===== src/rtl/commit_check_pkg.sv =====
`default_nettype none

package commit_check_pkg;

  localparam int xlen = 64;

  // first pc at which core and reference are compared
  localparam logic [xlen-1:0] start_pc = 64'h0000_0000_8000_0000;

  // platform address map
  localparam logic [xlen-1:0] clint_base    = 64'h0000_00ff_f102_0000;
  localparam logic [xlen-1:0] mmr_mtime     = clint_base + 64'h0000_0000_0000_bff8;
  localparam logic [xlen-1:0] bootrom_start = 64'h0000_00ff_f101_0000;
  localparam logic [xlen-1:0] bootrom_end   = 64'h0000_00ff_f102_0000;
  localparam logic [xlen-1:0] uart_start    = 64'h0000_00ff_f0c2_c000;
  localparam logic [xlen-1:0] uart_end      = 64'h0000_00ff_f0d0_0000;

  // counter ranges and mip
  localparam logic [11:0] csr_mcycle          = 12'hb00;
  localparam logic [11:0] csr_mhpm_counter_31 = 12'hb1f;
  localparam logic [11:0] csr_cycle           = 12'hc00;
  localparam logic [11:0] csr_hpm_counter_31  = 12'hc1f;
  localparam logic [11:0] csr_mip             = 12'h344;

  localparam logic [6:0] op_load   = 7'h03;
  localparam logic [6:0] op_system = 7'h73;

  typedef struct packed {
    logic [xlen-1:0] pc;
    logic [31:0]     instr;
    logic [4:0]      rd;
    logic            wr_en;
    logic [xlen-1:0] data;
    logic            excep;
    logic [xlen-1:0] cause;
    logic [xlen-1:0] mem_addr;
  } commit_rec_t;

  typedef struct packed {
    logic [xlen-1:0] pc;
    logic [31:0]     instr;
    logic [4:0]      rd;
    logic [xlen-1:0] data;
    logic            xcpt;
    logic [xlen-1:0] cause;
  } ref_rec_t;

  typedef struct packed {
    logic compressed;
    logic counter_read;
    logic mip_read;
    logic mtime_read;
    logic mmio_read;
    logic system;
  } instr_class_t;

  typedef struct packed {
    logic checked;
    logic exc;
    logic cause;
    logic both_exc;
    logic pc;
    logic instr;
    logic rd;
    logic data;
  } field_diff_t;

  // listed in reporting priority after err_none
  typedef enum logic [2:0] {
    err_none,
    err_exc,
    err_cause,
    err_pc,
    err_instr,
    err_rd,
    err_data,
    err_csr_data
  } err_code_t;

endpackage

`default_nettype wire


===== src/rtl/instr_classifier.sv =====
`default_nettype none

module instr_classifier
  import commit_check_pkg::*;
(
  input  logic         clk,
  input  logic         arst_n,
  input  logic         commit_valid,
  input  commit_rec_t  core,
  output instr_class_t cls,
  output logic         cls_valid
);

  logic         wr_valid;
  logic         is_load;
  logic         is_system;
  logic [11:0]  csr_addr;
  logic         csr_in_counters;
  logic         addr_in_mmio;
  instr_class_t cls_d;

  // only a real register write can carry a value worth masking
  assign wr_valid  = core.wr_en && (core.rd != 5'd0);
  assign is_load   = core.instr[6:0] == op_load;
  assign is_system = core.instr[6:0] == op_system;
  assign csr_addr  = core.instr[31:20];

  assign csr_in_counters =
    ((csr_addr >= csr_mcycle) && (csr_addr <= csr_mhpm_counter_31)) ||
    ((csr_addr >= csr_cycle) && (csr_addr <= csr_hpm_counter_31));

  // boot rom and uart windows, end addresses inclusive
  assign addr_in_mmio =
    ((core.mem_addr >= bootrom_start) && (core.mem_addr <= bootrom_end)) ||
    ((core.mem_addr >= uart_start) && (core.mem_addr <= uart_end));

  always_comb begin
    cls_d              = '0;
    cls_d.compressed   = ~&core.instr[1:0];
    cls_d.system       = is_system;
    cls_d.counter_read = wr_valid && is_system && csr_in_counters;
    cls_d.mip_read     = wr_valid && is_system && (csr_addr == csr_mip);
    cls_d.mtime_read   = wr_valid && is_load && (core.mem_addr == mmr_mtime);
    cls_d.mmio_read    = wr_valid && is_load && addr_in_mmio;
  end

  always_ff @(posedge clk or negedge arst_n) begin
    if (!arst_n) begin
      cls_valid <= 1'b0;
    end else begin
      cls_valid <= commit_valid;
    end
  end

  // class bits only change on a commit
  always_ff @(posedge clk or negedge arst_n) begin
    if (!arst_n) begin
      cls <= '0;
    end else if (commit_valid) begin
      cls <= cls_d;
    end
  end

endmodule

`default_nettype wire


===== src/rtl/trace_comparator.sv =====
`default_nettype none

module trace_comparator
  import commit_check_pkg::*;
(
  input  logic            clk,
  input  logic            arst_n,
  input  logic            commit_valid,
  input  commit_rec_t     core,
  input  ref_rec_t        golden,
  output field_diff_t     diff,
  output logic [4:0]      rd_q,
  output logic [xlen-1:0] data_q
);

  logic        armed;
  logic        at_start;
  logic        compressed;
  logic        wr_valid;
  field_diff_t diff_d;

  assign at_start   = core.pc == start_pc;
  assign compressed = ~&core.instr[1:0];
  assign wr_valid   = core.wr_en && (core.rd != 5'd0);

  always_comb begin
    diff_d          = '0;
    // the commit at start_pc is itself checked
    diff_d.checked  = commit_valid && (armed || at_start);
    diff_d.exc      = core.excep != golden.xcpt;
    diff_d.both_exc = core.excep && golden.xcpt;
    diff_d.cause    = diff_d.both_exc && (core.cause != golden.cause);
    diff_d.pc       = core.pc != golden.pc;
    if (compressed) begin
      diff_d.instr = core.instr[15:0] != golden.instr[15:0];
    end else begin
      diff_d.instr = core.instr != golden.instr;
    end
    // writes to x0 or without enable say nothing about rd
    diff_d.rd   = wr_valid && (core.rd != golden.rd);
    diff_d.data = wr_valid && (core.data != golden.data);
  end

  // armed once, cleared only by reset
  always_ff @(posedge clk or negedge arst_n) begin
    if (!arst_n) begin
      armed <= 1'b0;
    end else if (commit_valid && at_start) begin
      armed <= 1'b1;
    end
  end

  always_ff @(posedge clk or negedge arst_n) begin
    if (!arst_n) begin
      diff <= '0;
    end else if (commit_valid) begin
      diff <= diff_d;
    end else begin
      diff.checked <= 1'b0;
    end
  end

  // core value kept for a possible override
  always_ff @(posedge clk) begin
    if (commit_valid) begin
      rd_q   <= core.rd;
      data_q <= core.data;
    end
  end

endmodule

`default_nettype wire


===== src/rtl/mismatch_arbiter.sv =====
`default_nettype none

module mismatch_arbiter
  import commit_check_pkg::*;
(
  input  logic            clk,
  input  logic            arst_n,
  input  logic            cls_valid,
  input  instr_class_t    cls,
  input  field_diff_t     diff,
  input  logic [4:0]      rd_q,
  input  logic [xlen-1:0] data_q,
  output logic            check_valid,
  output err_code_t       err_code,
  output logic            override_valid,
  output logic [4:0]      override_rd,
  output logic [xlen-1:0] override_data,
  output logic [15:0]     error_count
);

  logic      check_now;
  logic      override_cls;
  err_code_t code_d;

  assign check_now    = cls_valid && diff.checked;
  assign override_cls = cls.counter_read || cls.mip_read || cls.mtime_read || cls.mmio_read;

  // fixed priority, later fields only matter when exceptions agree to be absent
  always_comb begin
    code_d = err_none;
    if (diff.exc) begin
      code_d = err_exc;
    end else if (diff.cause) begin
      code_d = err_cause;
    end else if (!diff.both_exc) begin
      if (diff.pc) begin
        code_d = err_pc;
      end else if (diff.instr) begin
        code_d = err_instr;
      end else if (diff.rd) begin
        code_d = err_rd;
      end else if (diff.data && !override_cls) begin
        code_d = cls.system ? err_csr_data : err_data;
      end
    end
  end

  always_ff @(posedge clk or negedge arst_n) begin
    if (!arst_n) begin
      check_valid    <= 1'b0;
      err_code       <= err_none;
      override_valid <= 1'b0;
      error_count    <= 16'd0;
    end else begin
      check_valid    <= check_now;
      err_code       <= check_now ? code_d : err_none;
      override_valid <= check_now && override_cls;
      // saturates at all ones
      if (check_now && (code_d != err_none) && !(&error_count)) begin
        error_count <= error_count + 16'd1;
      end
    end
  end

  // value the reference model takes over from the core
  always_ff @(posedge clk) begin
    if (check_now && override_cls) begin
      override_rd   <= rd_q;
      override_data <= data_q;
    end
  end

endmodule

`default_nettype wire


===== src/rtl/commit_check_top.sv =====
`default_nettype none

module commit_check_top
  import commit_check_pkg::*;
(
  input  logic            clk,
  input  logic            arst_n,
  input  logic            commit_valid,
  input  commit_rec_t     core,
  input  ref_rec_t        golden,
  output logic            check_valid,
  output err_code_t       err_code,
  output logic            override_valid,
  output logic [4:0]      override_rd,
  output logic [xlen-1:0] override_data,
  output logic [15:0]     error_count
);

  instr_class_t    cls;
  logic            cls_valid;
  field_diff_t     diff;
  logic [4:0]      rd_q;
  logic [xlen-1:0] data_q;

  // first stage, decode and compare side by side
  instr_classifier u_classifier (
    .clk          (clk),
    .arst_n       (arst_n),
    .commit_valid (commit_valid),
    .core         (core),
    .cls          (cls),
    .cls_valid    (cls_valid)
  );

  trace_comparator u_comparator (
    .clk          (clk),
    .arst_n       (arst_n),
    .commit_valid (commit_valid),
    .core         (core),
    .golden       (golden),
    .diff         (diff),
    .rd_q         (rd_q),
    .data_q       (data_q)
  );

  // second stage
  mismatch_arbiter u_arbiter (
    .clk            (clk),
    .arst_n         (arst_n),
    .cls_valid      (cls_valid),
    .cls            (cls),
    .diff           (diff),
    .rd_q           (rd_q),
    .data_q         (data_q),
    .check_valid    (check_valid),
    .err_code       (err_code),
    .override_valid (override_valid),
    .override_rd    (override_rd),
    .override_data  (override_data),
    .error_count    (error_count)
  );

endmodule

`default_nettype wire


===== config.mk =====
export PLATFORM = sky130hd
export DESIGN_NAME = commit_check_top
export DESIGN_NICKNAME = d
export VERILOG_FILES = /design/src/rtl/commit_check_pkg.sv /design/src/rtl/instr_classifier.sv /design/src/rtl/trace_comparator.sv /design/src/rtl/mismatch_arbiter.sv /design/src/rtl/commit_check_top.sv
export SDC_FILE = /design/constraint.sdc
export NUM_CORES = 1
export LEC_CHECK = 0
export BUFFER_PORTS_ARGS = -buffer_cell sky130_fd_sc_hd__buf_4
export CORE_AREA = 10 10 230 232
export DETAILED_ROUTE_END_ITERATION = 10
export DIE_AREA = 0 0 240 242
export MAX_ROUTING_LAYER = met4
export PLACE_DENSITY = 0.52
export SLEW_MARGIN = 20
export SYNTH_ARGS = -nofsm -noshare
export SYNTH_HDL_FRONTEND = slang
export SYNTH_SLANG_ARGS = --single-unit

===== constraint.sdc =====
create_clock -name clk -period 3.9 [get_ports clk]
set_input_delay 0.78 -clock clk [delete_from_list [all_inputs] [get_ports clk]]
set_output_delay 0.78 -clock clk [all_outputs]
set_load 0.01 [all_outputs]

==> metrics.txt <==
P per Cell Area 316.0 mW/mm^2; post-synth top area share 0.4755; RR Startpoint u_classifier.cls[3]$_DFFE_PN0P_; max cap viols 0; H-tree depth 4; DRC 0; Vias 8,145; die height 242 microns; first-pass GRT wire length 66,520 microns; ys flop type edfxtp_1; clock sinks 174; layout cells sized above 1 0.4962; Yosys top cell by area edfxtp_1; CTS max path bufs 2; period utilization 0.6328; full die area 0.05808 sq mm; global placer's final weighted congestion 0.9341; status complete, no violations; Yosys reg bits 174; WHS 332.8 ps; Finished Layout Cells 1,952; net switching power 1.105 mW; synthesized area per cell 12.89 sq um; combinational power share 0.174; core area 0.04844 sq mm; Starting Density 0.1799; final setup TNS 0 ps; Area Overhead vs Synth 69.37%; # rows 81; largest net degree at the start of global routing 71; post-synthesis sequential area ratio 0.5788; worst slew pin tran 985.7 ps; worst reg2reg path endpoint u_arbiter.error_count[1]$_DFFE_PN0P_; TritonCTS buffer count 17; Root Driver clkbuf_16; Worst Path Required 4230 ps; Placed Cells 1,916; Synth async-reset ratio 0.2069; initial antenna violation count 6; Final setup violation count 0; Clock transition at path regs 80 ps; Post-Synthesis Cells 676; unrepaired setup endpoints after global routing false; CP Max Fanout 9; WP data arrival 2790 ps; max frequency 405.2 MHz; number of global-route vias before repair 9,338; Hold Vio Cnt, Final 0; Sw Ratio 0.2369; startpoint types flop; clock skew 19.72 ps; synth warn 0; CTS tree built; Int Pwr 3.560 mW; Post CTS Setup Buffer Count 0; clk_lat worst skew 450 ps; HP Class primary input to asynchronous set/reset pin; Yosys cell types 48; final core utilization 0.3047; most frequent cells in the layout buf_4 (620), xor2_1 (189), edfxtp_1 (138); First-pass DRT Iterations 4; DRT iter0 DRCs 304; post-CTS sizing 0; gr usage total 0.1657; Post-CTS Hold Buffers 0; Layout Nets 1,843; R2R depth 6; Crit Path Class flop to flop; Avg WL per Cell 24.92 microns; Total Power 4.665 mW; Die Span X 240 microns; Synth area leaders edfxtp_1 (48%), xor2_1 (19%), dfrtp_1 (10%), nor4_1 (5.7%), xnor2_1 (4.0%); antenna-violating nets left 0; Mapped Area 0.008716 sq mm; CP Capture Type flop; number of synthesized flops with an enable pin 138; vias per inst 4.173; total congestion overflow 0; clock share of power 0.374; Slew HR 0.3428; Ports 618; Detailed Route WL 48,640 microns; sequential share of power 0.451; syn_nets 1,206; Pins Over Slew Limit 0; most common cell after layout, fill and taps aside buf_4; PortBufs 617; fin crit period 2468 ps; Pleak 6.376 nW; Max VDD drop 189.9 uV; R2R setup slack 1430 ps; DP HPWL 43,010 microns
Yosys cell counts, types with 7 or more instances:
cell and count:
xor2_1 189, edfxtp_1 138, nor4_1 80, xnor2_1 40, nand4_1 39, dfrtp_1 36, inv_1 22, nand2_1 15
nor2_1 15, nand3_1 13, nor3_1 11, a21oi_1 8, o22ai_1 7
routing by layer:
| metal | part of all wire | routed length, microns | track usage |
|---|---|---|---|
| met1 | 0.36 | 17670 | 0.1644 |
| met2 | 0.52 | 25500 | 0.2997 |
| met3 | 0.084 | 4084 | 0.05300 |
| met4 | 0.029 | 1390 | 0.05509 |
| met5 | 0 | 0 | - |
flip-flops by register name (all words and copies together), names as in the netlist:
register / cells
u_comparator.rd_q: 5
u_classifier.cls_valid: 1
u_arbiter.check_valid: 1
u_comparator.data_q: 64
u_comparator.diff: 8
u_arbiter.override_rd: 5
u_comparator.armed: 1
u_arbiter.err_code: 3
u_classifier.cls: 5
u_arbiter.error_count: 16
u_arbiter.override_valid: 1
u_arbiter.override_data: 64
through the flow:
step | setup slack, ps | area (sq um)
after floorplan | 47.44 | 8716
after global placement | 929.4 | 14160
after detailed placement | 884.5 | 14160
after CTS | 1377 | 14750
after global routing | 1215 | 14760
final | 1432 | 14760
area by class of cell:
cell class | count | area [sq um]
Multi-Input combinational cell | 477 | 3577
Sequential cell | 174 | 5045
Fill cell | 5050 | 33680
Timing Repair Buffer | 621 | 4674
Inverter | 22 | 82.58
Clock buffer | 18 | 429.2
Clock inverter | 14 | 165.2
Antenna cell | 4 | 10.01
Tap cell | 622 | 778.2
worst max path at each step:
stage                                         start                                    to  slack, ps  cells past startpoint
floorplan           u_classifier.cls[4]$_DFFE_PN0P_  u_arbiter.override_data[0]$_DFFE_PP_         50                      2
global placement                           core[91]      u_comparator.diff[5]$_DFFE_PN0P_        930                      7
detailed placement                         core[91]      u_comparator.diff[5]$_DFFE_PN0P_        880                      7
CTS                 u_classifier.cls[3]$_DFFE_PN0P_  u_arbiter.error_count[1]$_DFFE_PN0P_       1380                      6
global route        u_classifier.cls[3]$_DFFE_PN0P_  u_arbiter.error_count[1]$_DFFE_PN0P_       1220                      6
finish              u_classifier.cls[3]$_DFFE_PN0P_  u_arbiter.error_count[1]$_DFFE_PN0P_       1430                      6
worst max-delay path: stages (launching register included):
cell and delay (ps):
dfrtp_1 420, nor4_4 490, nand2_2 130, a2111oi_4 440
or3_1 360, nand2_1 160, mux2_1 340
kinds of logic (layout without fill, tap and decap cells):
| group | count (synthesis) | in the layout | share of synthesized area |
|---|---|---|---|
| mux | 5 | 5 | 0.006316 |
| fa+ha+maj | 2 | 2 | 0.002871 |
| flops | 174 | 174 | 0.5788 |
| compound gates | 41 | 41 | 0.03431 |
| simple gates | 200 | 200 | 0.1359 |
| other cells | 0 | 4 | 0 |
| xor+xnor | 229 | 229 | 0.2301 |
| buf+inv | 25 | 675 | 0.01163 |
power groups by stage:
| stage | clock [mW] | sequential, mW | combinational [mW] |
|---|---|---|---|
| floorplan | 0 | 2.13 | 0.204 |
| global placement | 0 | 2.14 | 0.813 |
| detailed placement | 0 | 2.15 | 0.819 |
| CTS | 1.81 | 2.11 | 0.824 |
| global route | 1.88 | 2.11 | 0.872 |
| finish | 1.74 | 2.11 | 0.814 |
(Power assumes the default switching activity.)
